$ cat config.mk
export PLATFORM = sky130hd
export DESIGN_NAME = circ_buf
export DESIGN_NICKNAME = d
export VERILOG_FILES = /design/src/hw/circ_buf.sv
export SDC_FILE = /design/constraint.sdc
export NUM_CORES = 1
export LEC_CHECK = 0
export BUFFER_PORTS_ARGS = -buffer_cell sky130_fd_sc_hd__buf_2
export CORE_MARGIN = 2
export CORE_UTILIZATION = 60
export DETAILED_ROUTE_END_ITERATION = 10
export PLACE_DENSITY = 0.78
export SLEW_MARGIN = 20
export SYNTH_ARGS = -nofsm -noshare
export SYNTH_HDL_FRONTEND = slang
export SYNTH_SLANG_ARGS = --single-unit
$ cat constraint.sdc
create_clock -name clock -period 4.5 [get_ports clock]
set_input_delay 0.45 -clock clock [delete_from_list [all_inputs] [get_ports clock]]
set_output_delay 0.45 -clock clock [all_outputs]
set_load 0.02 [all_outputs]
$ cat src/hw/circ_buf.sv
`timescale 1ns/1ps
`default_nettype none

module circ_buf #(
  parameter type T           = logic,
  parameter int  DEPTH       = 16,
  parameter int  GROUP_WIDTH = 4
) (
  input  wire logic                             clock,
  input  wire logic                             reset_n,
  input  wire logic                             flush_i,

  input  wire logic                             ins_enable_i,
  input  wire logic [$clog2(GROUP_WIDTH)-1:0]   ins_count_i,
  input  wire T     [GROUP_WIDTH-1:0]           ins_elements_i,

  input  wire logic                             ext_enable_i,
  input  wire logic [$clog2(GROUP_WIDTH)-1:0]   ext_count_i,
  output logic      [GROUP_WIDTH-1:0]           ext_valid_o,
  output T          [GROUP_WIDTH-1:0]           ext_elements_o,

  output logic                                  full_o,
  output logic                                  empty_o,
  output logic      [$clog2(DEPTH):0]           used_o
);

  localparam int AW = $clog2(DEPTH);

  T                 mem [DEPTH];
  logic [DEPTH-1:0] valid_q;
  logic [DEPTH-1:0] valid_d;
  logic [AW-1:0]    ins_ptr_q;
  logic [AW-1:0]    ext_ptr_q;
  logic [AW:0]      used_q;
  logic [AW:0]      ins_amount;
  logic [AW:0]      ext_amount;
  logic             ext_take;

  assign ext_take = ext_enable_i & ~empty_o;   // Never pop an empty queue.

  assign ins_amount = ins_enable_i ? ((AW+1)'(ins_count_i) + (AW+1)'(1)) : '0;
  assign ext_amount = ext_take ? ((AW+1)'(ext_count_i) + (AW+1)'(1)) : '0;

  always_ff @(posedge clock) begin
    if (ins_enable_i && !flush_i) begin
      for (int k = 0; k < GROUP_WIDTH; k++) begin
        if (k <= int'(ins_count_i)) begin
          mem[ins_ptr_q + AW'(k)] <= ins_elements_i[k];
        end
      end
    end
  end

  // Slots freed by the extract may be refilled by the insert in the same cycle.
  always_comb begin
    valid_d = valid_q;
    if (ext_take) begin
      for (int k = 0; k < GROUP_WIDTH; k++) begin
        if (k <= int'(ext_count_i)) begin
          valid_d[ext_ptr_q + AW'(k)] = 1'b0;
        end
      end
    end
    if (ins_enable_i) begin
      for (int k = 0; k < GROUP_WIDTH; k++) begin
        if (k <= int'(ins_count_i)) begin
          valid_d[ins_ptr_q + AW'(k)] = 1'b1;
        end
      end
    end
  end

  always_ff @(posedge clock or negedge reset_n) begin
    if (!reset_n) begin
      valid_q   <= '0;
      ins_ptr_q <= '0;
      ext_ptr_q <= '0;
      used_q    <= '0;
    end else if (flush_i) begin
      valid_q   <= '0;
      ins_ptr_q <= '0;
      ext_ptr_q <= '0;
      used_q    <= '0;
    end else begin
      valid_q   <= valid_d;
      ins_ptr_q <= ins_ptr_q + ins_amount[AW-1:0];   // Wraps at DEPTH.
      ext_ptr_q <= ext_ptr_q + ext_amount[AW-1:0];
      used_q    <= used_q + ins_amount - ext_amount;
    end
  end

  always_comb begin
    for (int k = 0; k < GROUP_WIDTH; k++) begin
      ext_elements_o[k] = mem[ext_ptr_q + AW'(k)];
      ext_valid_o[k]    = valid_q[ext_ptr_q + AW'(k)];
    end
  end

  // Full leaves room for one whole group.
  assign full_o  = (used_q > (AW+1)'(DEPTH - GROUP_WIDTH));
  assign empty_o = (used_q == '0);
  assign used_o  = used_q;

endmodule

`default_nettype wire

==> impl_results.rst <==
.. list-table::
   :header-rows: 1

   * - Metric
     - Value
   * - Outcome
     - finished clean
   * - Synth Area per Inst
     - 9.33 um^2
   * - DIE HEIGHT
     - 99.6 um
   * - Total routing resource utilization after global routing
     - 33.0%
   * - H-tree depth
     - 2
   * - Delay of the slowest critical-path stage
     - 0.45 ns
   * - Post-layout nets
     - 627
   * - Max transition margin
     - 35.2%
   * - Data required, critical path
     - 4.05 ns
   * - Slowest cell on the critical path
     - sky130_fd_sc_hd__ha_1
   * - Clock Skew
     - 0.00526 ns
   * - Synthesized cell area
     - 5480 um^2
   * - Number of buffers between clock root and the deepest sink
     - 2
   * - Switching share of total power
     - 46.3%
   * - Number of flops mapped to enable cells by yosys
     - 16
   * - Hold buffer count at cts
     - 0
   * - Number of top-level pins
     - 28
   * - Sequential fraction of the synthesis area
     - 22.0%
   * - Die Width
     - 99.6 um
   * - Chain of cells forming the critical path
     - buf_4 > inv_1 > ha_1 > nor2b_1 > or2_2 > mux4_2 > mux2i_1 > mux2i_1 > buf_2
   * - Most Frequent Cell on Critical Path
     - sky130_fd_sc_hd__mux2i_1
   * - Final hold vios
     - 0
   * - Ratio of cells with drive above 1 in the final layout
     - 18.8%
   * - Mapped Cells
     - 587
   * - Post-Place Setup Slack
     - 1.26 ns
   * - Final core utilization
     - 64.3%
   * - Antenna violations before repair
     - 0
   * - DR pass1 iterations
     - 8
   * - Most frequent cell after synthesis
     - sky130_fd_sc_hd__nand2_1
   * - Setup slack after layout
     - 1.02 ns
   * - Most numerous cell types in the synthesized netlist
     - sky130_fd_sc_hd__nand2_1 (61), sky130_fd_sc_hd__nor2_1 (44), sky130_fd_sc_hd__mux4_2 (32), sky130_fd_sc_hd__dfrtp_1 (29), sky130_fd_sc_hd__nor3_1 (27)
   * - Number of distinct library cell variants in the gate-level netlist after synthesis
     - 80
   * - Die Area
     - 9910 um^2
   * - # setup viols final
     - 0
   * - Clk sinks
     - 45
   * - Critical Path Fanout Max
     - 21
   * - Count of warnings emitted by yosys
     - 0
   * - Final Max Tran Viols
     - 0
   * - Num rows
     - 34
   * - Worst reg-to-reg setup slack
     - 1.20 ns
   * - Critical setup path kind
     - reg2out
   * - Vias
     - 5057
   * - Drt drc
     - 0
   * - Initial standard-cell utilization of the core
     - 62.2%
   * - Number of instances resized during post-cts repair
     - 0
   * - Part of the power in the clock network
     - 15.1%
   * - Part of the power in registers
     - 25.9%
   * - Power density relative to cell area
     - 391 nW/um^2
   * - Total routed wirelength
     - 15900 um
   * - Number of global-route vias before repair
     - 4721
   * - Cell internal pwr
     - 1.19 mW
   * - Number of diodes added for antenna fixing
     - 0
   * - Master cell of the clock root buffer
     - sky130_fd_sc_hd__clkbuf_8
   * - Count of nets left with antenna violations after detail routing
     - 0
   * - Max VDD drop
     - 0.340 mV
   * - Area overhead of the layout relative to synthesis
     - 3.31%
   * - Clock insertion delay at the later pin of the skew report
     - 0.31 ns
   * - Type of the worst min-delay path
     - in2async
   * - Largest area contributor in the netlist
     - sky130_fd_sc_hd__dfrtp_1
   * - Async set or reset register ratio after synthesis
     - 64.4%
   * - Kind of launch point of the worst setup path
     - flip-flop
   * - Sum of negative setup slack
     - 0 ns
   * - Worst Tran Pin Value
     - 0.972 ns
   * - Grt ovf
     - 0
   * - Reported max-cap violation count
     - 0
   * - Clock Pin Slew Worst Setup and Hold Paths
     - 0.09 ns
   * - Routed via count divided by cell count
     - 7.31
   * - Number of buffers added for setup after CTS
     - 0
   * - Dominant cells by area after synthesis
     - sky130_fd_sc_hd__dfrtp_1 (13%), sky130_fd_sc_hd__mux4_2 (13%), sky130_fd_sc_hd__edfxtp_1 (8.8%)
   * - Clock buffers created by TritonCTS
     - 5
   * - HPWL reported at the end of detailed placement
     - 12000 um
   * - Post-Synthesis Net Count
     - 631
   * - TritonCTS clock tree
     - done
   * - Signal arrival time at the worst endpoint
     - 3.03 ns
   * - Final worst-path cycle share
     - 77.4%
   * - Core outline area
     - 8810 um^2
   * - Time the final worst path needs with I/O delays and setup
     - 3.48 ns
   * - Most used flip-flop cell after synthesis
     - sky130_fd_sc_hd__dfrtp_1
   * - RSZ-0062 raised after global routing
     - no
   * - Net load switching power
     - 1.02 mW
   * - Number of violations reported at the end of detailed-routing iteration 0
     - 795
   * - Synthesis-stage register bit count
     - 45
   * - Category of the worst setup path capture point
     - primary output
   * - Synth top area share
     - 13.2%
   * - Detailed-route wire length per cell
     - 23.0 um
   * - Largest net degree at the start of global routing
     - 41
   * - Pleak
     - 2.19 nW
   * - Layout filler cell count
     - 733
   * - Number of input and output port buffers inserted
     - 27
   * - Wire length of the first global-routing pass
     - 25600 um
   * - Part of the total power dissipated in combinational logic
     - 59.0%
   * - Routability congestion estimate
     - 0.964
   * - Achievable Freq
     - 287 MHz
[registers in the layout, summed over array words and instances (netlist names)]
name       cells
ext_ptr_q      4
valid_q       16
mem           16
ins_ptr_q      4
used_o         5
[through the flow]
stage / instance area, um^2 / power, mW / std cells / hold slack (ns)
3_3_place_gp: 5540 / 1.81 / 684 / 0.521
6_report: 5660 / 2.21 / 692 / 0.173
2_1_floorplan: 5480 / 1.55 / 587 / 0.154
5_1_grt: 5660 / 2.35 / 692 / 0.225
4_1_cts: 5660 / 2.19 / 692 / 0.195
3_5_place_dp: 5540 / 1.86 / 684 / 0.530
[cell type report]
type | instances | area, um^2 | area share, %
Sequential cell | 45 | 1210 | 21.3
Clock buffer | 6 | 82.6 | 1.46
Multi-Input combinational cell | 472 | 3920 | 69.3
Tap cell | 108 | 135 | 2.39
Timing Repair Buffer | 32 | 173 | 3.05
Clock inverter | 2 | 37.5 | 0.663
Inverter | 27 | 101 | 1.79
[metal layers]
layer	vias up	track usage [%]	part of all wire (%)
met4	0	13.8	4.3
met5	-	0	0
met2	343	50.0	45
met1	2446	46.4	40
li1	2219	-	-
met3	49	6.54	10
[kinds of logic after synthesis]
family	Yosys count	share of synthesized area [%]
mux	76	21.7
simple gates	222	22.1
flops	45	22.0
fa+ha+maj	31	7.77
compound gates	123	16.5
xor+xnor	20	3.61
buf+inv	70	6.37
[cells in the final DEF (no fill, tap or decap), types with 7 or more instances in the layout]
cell type                  Yosys  final
sky130_fd_sc_hd__nand3_1      14     14
sky130_fd_sc_hd__ha_1         26     26
sky130_fd_sc_hd__edfxtp_1     16     16
sky130_fd_sc_hd__a21oi_1      22     22
sky130_fd_sc_hd__mux2_1        8      8
sky130_fd_sc_hd__xor2_1       11     11
sky130_fd_sc_hd__dfrtp_1      29     28
sky130_fd_sc_hd__nand2b_1      9      9
sky130_fd_sc_hd__inv_1        26     26
sky130_fd_sc_hd__nand2_1      61     61
sky130_fd_sc_hd__nor3_1       27     27
sky130_fd_sc_hd__o311ai_0      7      7
sky130_fd_sc_hd__buf_2        18     27
sky130_fd_sc_hd__a221oi_1      8      8
sky130_fd_sc_hd__nor2b_1      17     17
sky130_fd_sc_hd__mux4_2       32     32
sky130_fd_sc_hd__nor2_1       44     44
sky130_fd_sc_hd__mux2i_1      23     23
sky130_fd_sc_hd__o21ai_0      11     11
sky130_fd_sc_hd__mux2_2       13     13
[critical path: cells and delay by family, from the launching register on]
| kind | cells | cell delay, ns |
|---|---|---|
| multiplexers | 3 | 0.58 |
| buffers and inverters | 3 | 0.62 |
| AND/OR/NAND/NOR | 2 | 0.70 |
| flip-flops | 1 | 0.37 |
| adder cells (fa/ha/maj) | 1 | 0.45 |
[worst paths after layout]
kind	startpoint	to	depth (start not counted)
min reg2reg	valid_q[0]$_DFF_PN0_	valid_q[0]$_DFF_PN0_	2
min	reset_n	ins_ptr_q[1]$_DFF_PN0_	1
max	ext_ptr_q[1]$_DFF_PN0_	ext_valid_o[3]	9
max in group asynchronous	reset_n	ext_ptr_q[0]$_DFF_PN0_	1
min in group clock	flush_i	ins_ptr_q[2]$_DFF_PN0_	2
max reg2reg	ins_ptr_q[1]$_DFF_PN0_	mem[4]$_DFFE_PP_	6
[power groups by stage]
| stage | clock network [mW] | registers (mW) | logic [mW] |
|---|---|---|---|
| final | 0.334 | 0.574 | 1.31 |
| after global routing | 0.351 | 0.583 | 1.41 |
| after CTS | 0.336 | 0.570 | 1.29 |
| after detailed placement | 0 | 0.578 | 1.28 |
| after global placement | 0 | 0.576 | 1.24 |
| after floorplan | 0 | 0.559 | 0.989 |
(Power assumes the default switching activity.)
