File: src/hw/pip_pkg.sv
`default_nettype none

package pip_pkg;

  localparam int XLEN       = 32;
  localparam int ROB_SLOT_W = 5;   // 32-slot reorder buffer.
  localparam int ISSUE_W    = 4;   // Lanes in one issue bundle.

  typedef struct packed {
    logic [XLEN-1:0] pc;
    logic [XLEN-1:0] inst_word;
    logic            serial;       // Must issue alone.
  } dec_inst_t;

  typedef struct packed {
    dec_inst_t             dec_inst;
    logic [ROB_SLOT_W-1:0] rob_slot;
  } iq_entry_t;

  // Lane 0 holds the oldest instruction of the bundle.
  typedef struct packed {
    iq_entry_t [ISSUE_W-1:0] entries;
    logic      [ISSUE_W-1:0] valid;
  } issue_bundle_t;

endpackage

`default_nettype wire

File: src/hw/iq_tagger.sv
`timescale 1ns/1ps
`default_nettype none

module iq_tagger import pip_pkg::*; #(
  parameter int GROUP_WIDTH = 4
) (
  input  wire logic                                 clock,
  input  wire logic                                 reset_n,
  input  wire logic                                 flush_i,

  input  wire logic                                 dec_valid_i,
  input  wire logic      [$clog2(GROUP_WIDTH)-1:0]  dec_count_i,
  input  wire dec_inst_t [GROUP_WIDTH-1:0]          dec_group_i,

  input  wire logic                                 full_i,

  output logic                                      ins_enable_o,
  output logic           [$clog2(GROUP_WIDTH)-1:0]  ins_count_o,
  output iq_entry_t      [GROUP_WIDTH-1:0]          entries_o
);

  logic [ROB_SLOT_W-1:0] next_slot_q;
  logic [ROB_SLOT_W-1:0] group_size;

  assign ins_enable_o = dec_valid_i & ~full_i;   // Group is dropped while full.
  assign ins_count_o  = dec_count_i;
  assign group_size   = ROB_SLOT_W'(dec_count_i) + ROB_SLOT_W'(1);

  // Lanes past the count get slots too, but the buffer ignores them.
  always_comb begin
    for (int k = 0; k < GROUP_WIDTH; k++) begin
      entries_o[k].dec_inst = dec_group_i[k];
      entries_o[k].rob_slot = next_slot_q + ROB_SLOT_W'(k);
    end
  end

  always_ff @(posedge clock or negedge reset_n) begin
    if (!reset_n) begin
      next_slot_q <= '0;
    end else if (flush_i) begin
      next_slot_q <= '0;
    end else if (ins_enable_o) begin
      next_slot_q <= next_slot_q + group_size;   // Wraps at 32.
    end
  end

endmodule

`default_nettype wire

File: config.mk
export PLATFORM = sky130hd
export DESIGN_NAME = iq_tagger
export DESIGN_NICKNAME = d
export VERILOG_FILES = /design/src/hw/pip_pkg.sv /design/src/hw/iq_tagger.sv
export SDC_FILE = /design/constraint.sdc
export NUM_CORES = 1
export LEC_CHECK = 0
export ABC_AREA = 1
export BUFFER_PORTS_ARGS = -buffer_cell sky130_fd_sc_hd__buf_4
export CAP_MARGIN = 20
export CORE_AREA = 2 2 213 215
export CTS_CLUSTER_DIAMETER = 200
export DETAILED_ROUTE_END_ITERATION = 16
export DIE_AREA = 0 0 215 217
export GPL_ROUTABILITY_DRIVEN = 1
export PLACE_DENSITY = 0.3
export SYNTH_ARGS = -nofsm -noshare
export SYNTH_HDL_FRONTEND = slang
export SYNTH_SLANG_ARGS = --single-unit
export TNS_END_PERCENT = 20
File: constraint.sdc
create_clock -name clock -period 4.3 [get_ports clock]
set_input_delay 0.86 -clock clock [delete_from_list [all_inputs] [get_ports clock]]
set_output_delay 0.86 -clock clock [all_outputs]
set_load 0.02 [all_outputs]
==> results of run 1 <==
==> where the power goes <==
group	switching [mW]	internal (mW)	total [mW]
combinational	0.0796	0.0544	0.134
clock	0.0308	0.123	0.154
sequential	0.00824	0.0515	0.0598
==> worst reg2reg max path, delay by kind of cell, from the launching register on <==
kind	cells	cell delay [ns]
flops	1	0.44
buf+inv	1	0.15
fa+ha+maj	2	0.65
simple gates	4	0.38
==> synthesized netlist by cell type <==
| master | n |
|---|---|
| buf_4 | 264 |
| inv_1 | 14 |
| nand2_1 | 11 |
| nor2_1 | 9 |
| ha_1 | 6 |
| dfrtp_1 | 5 |
| xor2_1 | 5 |
| o21ai_0 | 4 |
| a21oi_1 | 3 |
| nand3_1 | 2 |
| xnor2_1 | 2 |
| clkbuf_1 | 1 |
| fa_1 | 1 |
| nor3_1 | 1 |
==> layer usage <==
layer / routed length (um) / GRT usage, % / vias up
li1: - / - / 256
met1: 959 / 0.9993 / 319
met2: 3006 / 4.239 / 219
met3: 1945 / 2.865 / 147
met4: 1567 / 6.023 / 2
met5: 13 / 0 / -
==> worst min path at each step <==
stage,end,cells after the start,startpoint
2_1_floorplan,next_slot_q[0],0,reset_n
3_3_place_gp,next_slot_q[3],2,next_slot_q[3]
3_5_place_dp,next_slot_q[0],1,reset_n
4_1_cts,next_slot_q[2],1,reset_n
5_1_grt,next_slot_q[0],1,reset_n
6_report,next_slot_q[0],1,reset_n
==> metrics by stage <==
| stage | hold WS, ns | std cells | power (mW) | utilization, % |
|---|---|---|---|---|
| global placement | 0.6506 | 692 | 0.1988 | 3.194 |
| finish | 0.4289 | 696 | 0.3474 | 3.370 |
| detailed placement | 0.6713 | 692 | 0.1984 | 3.194 |
| CTS | 0.4316 | 696 | 0.3554 | 3.370 |
| floorplan | 0.5644 | 328 | 0.4901 | - |
| global route | 0.4302 | 696 | 0.3686 | 3.370 |
==> layout make-up <==
type	count	area share [%]
flip-flops and latches	5	8.306
repair buffers	29	14.45
inverters	14	3.488
clock buffers	4	5.233
multi-input cells	44	18.69
well taps	600	49.83
==> logic make-up after synthesis <==
group	Yosys count	share of synthesized area (%)
buffers and inverters	279	83.37
DFF	5	5.118
xor gates and xnor gates	7	2.508
and+or+nand+nor	23	3.684
AOI/OAI and AO/OA	7	1.433
adders and majority gates	7	3.889
==> impl_metrics.tcl, run 1 <==
set metrics [dict create \
    timing.rr.end "next_slot_q[4]" \
    root_buffer "clkbuf_16" \
    drt_first_pass_iters 2 \
    tritoncts "built" \
    largest_register "next_slot_q" \
    first_iter_violations 38 \
    worst_pin_slew_ns 0.3163 \
    grt_usage_pct 2.916 \
    largest_reg_flops 5 \
    critPathTopFamily "flip-flops" \
    fmax_mhz 406.8 \
    regArea_um2 125.1 \
    die_height_um 217 \
    synthTopCellsByArea "buf_4, dfrtp_1, ha_1" \
    ys_ff_latch 5 \
    powerDensity_nw_per_um2 230.6 \
    n_antenna_cell 0 \
    numPortBuffers 29 \
    layout_common_cells "buf_4, inv_1, nand2_1" \
    seq_area_frac_synth_pct 5.118 \
    max_cap_viol_count 0 \
    initial_core_util_pct 5.470 \
    clk_path_buf_depth 2 \
    final.min_clock_period_ns 2.458 \
    hold_buffers 0 \
    synthesis.instances 328 \
    rows 78 \
    design_area_um2 1506 \
    critPathBufInv 2 \
    ios 550 \
    status "complete, no violations" \
    synth_fp_nets 602 \
    antenna_found_initial 1 \
    drc 0 \
    worstSetupEndpointType "output port" \
    crit_end "entries_o[213]" \
    setup_ws_ns 1.842 \
    synth_area_um2 2445 \
    reg2reg_depth 7 \
    ys_warn_count 0 \
    gp_congestion 0.6723 \
    preCtsSetupSlack_ns 2.033 \
    die_w_um 215 \
    finalSetupViolCount 0 \
    worstSetupStartpointType "flop" \
    path_class "flop to output port" \
    netlist.area_leader.share_pct 81.06 \
    synthDistinctLibCells 14 \
    slew_violations 0 \
    crit_arrival_ns 1.60 \
    hold_viol_final 0 \
    postPlaceCellArea_um2 1428 \
    vias 943 \
    grt_pass1_wl_mm 9.052 \
    max-vdd-ir-drop_v 0.00008718 \
    reg.largest.list "next_slot_q: 5 flops" \
    leakage_nw 0.4642 \
    worstPathMaxFanout 6 \
    wirelength_mm 7.492 \
    crit_cells 5 \
    cp-startpoint "next_slot_q[1]" \
    grt_overflow 0 \
    htreeDepth 1 \
    nFillCells 5397 \
    hpwl_mm 6.364 \
    cts.clk_slew.worst_paths_ns 0.03 \
    syn_area_per_cell_um2 7.454 \
    path_cells "inv_1 -> ha_1 -> a21oi_1 -> xor2_1 -> buf_4" \
    ant_nets 0 \
    hold_class "input port to async pin" \
    nNetsFinal 371 \
    clk_latency_ns 0.23 \
    drive_gt1_share_pct 33.33 \
    dieArea_um2 46660 \
    yosysTopAreaCell "buf_4" \
    relSlewSlack_pct 78.92 \
    grt_setup_unrepaired "no" \
    design.core.area_um2 44700 \
    fin_crit_sh_pct 57.17 \
    r2r_start "next_slot_q[0]" \
    setup-tns-final_ns 0 \
    cts_buffers 3 \
    fin_worst_skew_ns 0.0009212 \
    post-cts-setup-buffers 0 \
    first_global_vias 1120 \
    cts_sinks 5 \
    syn_to_final_growth_pct -38.38 \
    cts-resized-gates 0 \
    r2r_slack_ns 2.57 \
    required_ns 3.44 \
    routed_via_density 1.355 \
    multi_input_area_um2 281.5 \
    grt_max_degree 9 \
    avgRoutedWirePerCell_um 10.76 \
    cpMaxStageDelayCell "dfrtp_1" \
    critical-path-max-stage-delay_ns 0.43 \
    final_common_cell "buf_4" \
]
(Power assumes the default switching activity.)
==> inputs of run 2 (changes only) <==
--- a/config.mk
+++ b/config.mk
@@ -8,12 +8,12 @@
 export ABC_AREA = 1
 export BUFFER_PORTS_ARGS = -buffer_cell sky130_fd_sc_hd__buf_4
 export CAP_MARGIN = 20
-export CORE_AREA = 2 2 213 215
+export CORE_AREA = 2 2 212 214
 export CTS_CLUSTER_DIAMETER = 200
 export DETAILED_ROUTE_END_ITERATION = 16
-export DIE_AREA = 0 0 215 217
+export DIE_AREA = 0 0 214 216
 export GPL_ROUTABILITY_DRIVEN = 1
-export PLACE_DENSITY = 0.3
+export PLACE_DENSITY = 0.31
 export SYNTH_ARGS = -nofsm -noshare
 export SYNTH_HDL_FRONTEND = slang
 export SYNTH_SLANG_ARGS = --single-unit
==> constraint.sdc (replaced) <==
create_clock -name clock -period 2 [get_ports clock]
set_input_delay 0.4 -clock clock [delete_from_list [all_inputs] [get_ports clock]]
set_output_delay 0.4 -clock clock [all_outputs]
set_load 0.02 [all_outputs]
==> run 2 against run 1 <==
  * Register-to-register slack worse by 2.2 ns
  * Critical path type unchanged
  * Clock-buffer cell count stayed put
  * Clock power grew 110%
  * Die area decreased by 0.92%
  * Hold slack gained 0.053 ns
  * Highest routed layer unchanged
  * Sequential power up 110%
==> impl_metrics.tcl, run 2 (synthesis results as in run 1) <==
set metrics [dict create \
    fin_worst_skew_ns 0.001664 \
    worstSetupStartpointType "flop" \
    reg.largest.list "next_slot_q: 5 flops" \
    die_w_um 214 \
    drc 0 \
    grt_max_degree 9 \
    first_iter_violations 42 \
    final_common_cell "buf_4" \
    rows 77 \
    antenna_found_initial 1 \
    max-vdd-ir-drop_v 0.0001848 \
    hold_class "input port to flop" \
    design.core.area_um2 43840 \
    hold_viol_final 0 \
    vias 990 \
    cts_sinks 5 \
    path_cells "inv_1 -> ha_1 -> nor2_2 -> xor2_1 -> buf_4" \
    relSlewSlack_pct 81.99 \
    critical-path-max-stage-delay_ns 0.41 \
    ant_nets 0 \
    max_cap_viol_count 0 \
    powerDensity_nw_per_um2 496.1 \
    hold_start "flush_i" \
    cpMaxStageDelayCell "dfrtp_2" \
    status "complete, no violations" \
    path_class "flop to output port" \
    clk_latency_ns 0.23 \
    finalSetupViolCount 0 \
    grt_pass1_wl_mm 9.880 \
    gp_congestion 0.7177 \
    avgRoutedWirePerCell_um 12.14 \
    clk_path_buf_depth 2 \
    final.min_clock_period_ns 1.891 \
    timing.rr.end "next_slot_q[4]" \
    largest_register "next_slot_q" \
    layout_common_cells "buf_4, inv_1, nand2_1" \
    syn_to_final_growth_pct -38.08 \
    r2r_start "next_slot_q[0]" \
    wirelength_mm 8.374 \
    routed_via_density 1.435 \
    nFillCells 5227 \
    required_ns 1.60 \
    reg2reg_depth 7 \
    worst_pin_slew_ns 0.2673 \
    ios 550 \
    htreeDepth 1 \
    drt_first_pass_iters 3 \
    crit_cells 5 \
    fin_crit_sh_pct 94.57 \
    p_total_mw 0.7510 \
    worstSetupEndpointType "output port" \
    nNetsFinal 372 \
    fmax_mhz 528.7 \
    post-cts-setup-buffers 0 \
    setup-tns-final_ns 0 \
    grt_overflow 0 \
    first_global_vias 1096 \
    numPortBuffers 29 \
    tritoncts "built" \
    worstPathMaxFanout 7 \
    cts_buffers 3 \
    slew_violations 0 \
    min_to "next_slot_q[3]" \
    hold_depth 4 \
    leakage_nw 0.4649 \
    root_buffer "clkbuf_16" \
    dp_cells 684 \
    crit_arrival_ns 1.49 \
    critPathBufInv 2 \
    largest_reg_flops 5 \
    dieArea_um2 46220 \
    grt_setup_unrepaired "no" \
    r2r_slack_ns 0.33 \
    fin_cells 690 \
    initial_core_util_pct 5.577 \
    grt_usage_pct 3.252 \
    die_height_um 216 \
    hpwl_mm 7.234 \
    drive_gt1_share_pct 37.11 \
    critPathTopFamily "flip-flops" \
    cts.clk_slew.worst_paths_ns 0.03 \
]
[run 2: area by class of cell]
class,count,area (um2),area share (%)
diodes,1,2.502,0.1653
clock buffers,4,78.83,5.207
inverters,14,52.55,3.471
multi-input cells,44,284.0,18.76
flip-flops and latches,5,127.6,8.430
well taps,592,740.7,48.93
repair buffers,30,227.7,15.04
[run 2: how the worst max path moves through the flow]
stage / start / end / slack (ns)
floorplan: next_slot_q[2] / entries_o[73] / 0.08
global placement: next_slot_q[0] / entries_o[214] / 0.24
detailed placement: next_slot_q[0] / entries_o[214] / 0.21
CTS: next_slot_q[0] / entries_o[214] / 0.05
global route: next_slot_q[0] / entries_o[214] / 0.02
finish: next_slot_q[0] / entries_o[214] / 0.11
[run 2: per-stage QoR]
| stage | utilization (%) | hold WS, ns | setup slack [ns] | area (um2) |
|---|---|---|---|---|
| 3_5_place_dp | 3.234 | 0.2133 | 0.2134 | 1418 |
| 2_1_floorplan | - | 0.1044 | 0.07938 | 2445 |
| 3_3_place_gp | 3.234 | 0.2132 | 0.2444 | 1418 |
| 5_1_grt | 3.448 | 0.5091 | 0.02342 | 1511 |
| 4_1_cts | 3.439 | 0.4889 | 0.04629 | 1508 |
| 6_report | 3.454 | 0.4816 | 0.1085 | 1514 |
[run 2: repair_timing]
item	4_1_cts	5_1_grt
pin swaps	0	0
gates resized for setup	2	2
hold endpoints to repair	5	0
setup endpoints to repair	1	2
hold buffers	1	0
[run 2: metal layers]
metal,vias to the layer above,global-route usage [%],share of wire [%]
li1,260,-,-
met5,-,1.146,0.87
met4,2,4.219,12
met1,340,1.336,15
met3,122,3.820,27
met2,266,5.022,44
[run 2: where the power goes]
group	switching, mW	internal, mW	total (mW)
registers	0.0167	0.112	0.128
logic	0.173	0.119	0.292
clock network	0.0665	0.264	0.331
total	0.256	0.495	0.751
[run 2: worst min-delay path, stage by stage]
cell	delay (ns)
buf_4	0.10
inv_1	0.07
nand2_1	0.07
nor2_1	0.03
==> inputs of run 3 (changes only) <==
--- a/config.mk
+++ b/config.mk
@@ -5,14 +5,12 @@
 export SDC_FILE = /design/constraint.sdc
 export NUM_CORES = 1
 export LEC_CHECK = 0
-export ABC_AREA = 1
 export BUFFER_PORTS_ARGS = -buffer_cell sky130_fd_sc_hd__buf_4
 export CAP_MARGIN = 20
 export CORE_AREA = 2 2 212 214
 export CTS_CLUSTER_DIAMETER = 200
 export DETAILED_ROUTE_END_ITERATION = 16
 export DIE_AREA = 0 0 214 216
-export GPL_ROUTABILITY_DRIVEN = 1
 export PLACE_DENSITY = 0.31
 export SYNTH_ARGS = -nofsm -noshare
 export SYNTH_HDL_FRONTEND = slang
==> run 3 against run 2 <==
  * Clock power about the same
  * Utilization increased by 0.29 points
  * Hold slack got worse by 0.11 ns
  * Power decreased by 15%
  * Routed wire length increased by 7.0%
  * Synthesized area increased by 0.41%
  * Non-clock buffer count increased by 10
  * Sequential power decreased by 12%
  * Via count decreased by 5.5%
  * Die area unchanged
  * Maximum frequency decreased by 4.1%
  * Highest routed layer unchanged
==> impl_metrics.tcl, run 3 <==
set metrics [dict create \
    synth.most_common_cell "buf_4" \
    reg2reg_depth 5 \
    synth_edf_count 0 \
    worstPathMaxFanout 4 \
    tritoncts "built" \
    hpwl_mm 7.830 \
    numPortBuffers 29 \
    hold_depth 2 \
    grt_max_degree 7 \
    setup_ws_ns 0.02676 \
    yosys-top-cells-count "buf_4, inv_1, xnor2_1, ha_1" \
    nNetsFinal 368 \
    htreeDepth 1 \
    cts_buffers 3 \
    preCtsSetupSlack_ns 0.01893 \
    synthArstFlopShare_pct 100.0 \
    n_antenna_cell 0 \
    drive_gt1_share_pct 59.14 \
    synthesis.instances 316 \
    regArea_um2 126.4 \
    antenna_found_initial 1 \
    multi_input_area_um2 347.8 \
    rows 77 \
    cts_sinks 5 \
    vias 936 \
    synth_area_um2 2455 \
    setup-tns-final_ns 0 \
    synthTopCellsByArea "buf_4, dfrtp_1, ha_1" \
    worst_pin_slew_ns 0.3936 \
    grt_usage_pct 3.739 \
    ys_warn_count 0 \
    ys_ff_latch 5 \
    fin_crit_sh_pct 98.66 \
    avgRoutedWirePerCell_um 13.08 \
    grt_overflow 0 \
    netlist.area_leader.share_pct 80.73 \
    syn_area_per_cell_um2 7.769 \
    clk_latency_ns 0.23 \
    wirelength_mm 8.963 \
    largest_register "next_slot_q" \
    max-vdd-ir-drop_v 0.0002705 \
    synth_fp_nets 590 \
    leakage_nw 0.4729 \
    ant_nets 0 \
    slew_violations 0 \
    hold_class "input port to flop" \
    reg.largest.list "next_slot_q: 5 flops" \
    synthDistinctLibCells 20 \
    utilization_pct 3.748 \
    max_cap_viol_count 0 \
    cts.clk_slew.worst_paths_ns 0.04 \
    crit_arrival_ns 1.57 \
    status "complete, no violations" \
    powerDensity_nw_per_um2 388.9 \
    relSlewSlack_pct 73.76 \
    largest_reg_flops 5 \
    grt_setup_unrepaired "yes" \
    synth_ff_type "dfrtp_1" \
    design.core.area_um2 43840 \
    first_iter_violations 24 \
    ios 550 \
    hold_viol_final 0 \
    seq_area_frac_synth_pct 5.097 \
    path_class "flop to output port" \
    clk_path_buf_depth 2 \
    fin_cells 685 \
    syn_to_final_growth_pct -33.08 \
    drt_first_pass_iters 3 \
    root_buffer "clkbuf_16" \
    fin_worst_skew_ns 0.002296 \
    initial_core_util_pct 5.600 \
    routed_via_density 1.366 \
    die_w_um 214 \
    nFillCells 5200 \
    dieArea_um2 46220 \
    finalSetupViolCount 0 \
    final_common_cell "buf_4" \
    worstSetupStartpointType "flop" \
    final.min_clock_period_ns 1.973 \
    required_ns 1.60 \
    yosysTopAreaCell "buf_4" \
    dp_cells 679 \
    fmax_mhz 506.8 \
    grt_pass1_wl_mm 10.94 \
    gp_congestion 0.5619 \
    drc 0 \
    worstSetupEndpointType "output port" \
    first_global_vias 1103 \
    die_height_um 216 \
    layout_common_cells "buf_4, xnor2_1, inv_1" \
]
[run 3: cell count changes after synthesis, sizes merged, moves of 2 or more]
cell    previous run  this run
inv               14         7
xnor2              2         7
buf              264       267
nor2b              0         3
xor2               5         2
nor2               9         5
a211oi             0         2
o21ai              4         0
nand2             11         2
[run 3: area by class of cell]
cell class / count / area share (%)
multi-input combinational: 37 / 21.17
inverter: 7 / 1.828
timing repair buffer: 40 / 19.42
sequential: 5 / 7.692
clock buffer: 4 / 4.798
tap: 592 / 45.09
[run 3: what timing repair did]
| action | CTS | global route |
|---|---|---|
| hold buffers | 1 | 0 |
| gates resized for setup | 0 | 10 |
| pin swaps | 0 | 3 |
| endpoints found under the setup margin | 2 | 3 |
| cloned | 0 | 0 |
| hold endpoints to repair | 5 | 0 |
| buffers inserted | 0 | 1 |
[run 3: kinds of logic after synthesis]
logic type,count (synthesis),share of synthesized area (%)
mux,1,0.4587
compound gates,6,1.835
fa+ha+maj,7,3.874
flops,5,5.097
xor+xnor,9,3.211
simple gates,14,3.109
buf+inv,274,82.42
[run 3: per-layer routing]
layer | part of all wire (%) | wire [um] | track usage (%)
met3 | 25 | 2226 | 4.355
met5 | 0.15 | 13 | 0
met4 | 11 | 973 | 3.939
met1 | 22 | 1983 | 2.342
met2 | 42 | 3766 | 5.335
[run 3: where the power goes]
group	switching (mW)	internal [mW]	total [mW]
combinational	0.108	0.0855	0.194
clock	0.0676	0.264	0.332
sequential	0.00701	0.106	0.113
[run 3: worst paths after layout]
kind	start	endpoint	slack (ns)
min in group asynchronous	reset_n	next_slot_q[0]	0.63
hold / removal	flush_i	next_slot_q[4]	0.38
setup reg to reg	next_slot_q[1]	next_slot_q[4]	0.12
hold reg to reg	next_slot_q[0]	next_slot_q[0]	0.67
setup / recovery	next_slot_q[1]	entries_o[213]	0.03
max in group asynchronous	reset_n	next_slot_q[0]	1.25
[run 3: worst max-delay path: stages (launching register included)]
cell and delay, ns:
dfrtp_1 0.38, clkinvlp_4 0.25, ha_2 0.27, a21oi_2 0.15, xnor2_1 0.14, buf_4 0.16
[run 3: per-stage QoR]
step,instance area [um2],power [mW],hold slack (ns)
final,1643,0.6389,0.3756
after global routing,1643,0.6813,0.3946
after CTS,1587,0.6418,0.3790
after detailed placement,1498,0.2992,0.2165
after global placement,1498,0.3001,0.2148
after floorplan,2456,0.9600,0.1044
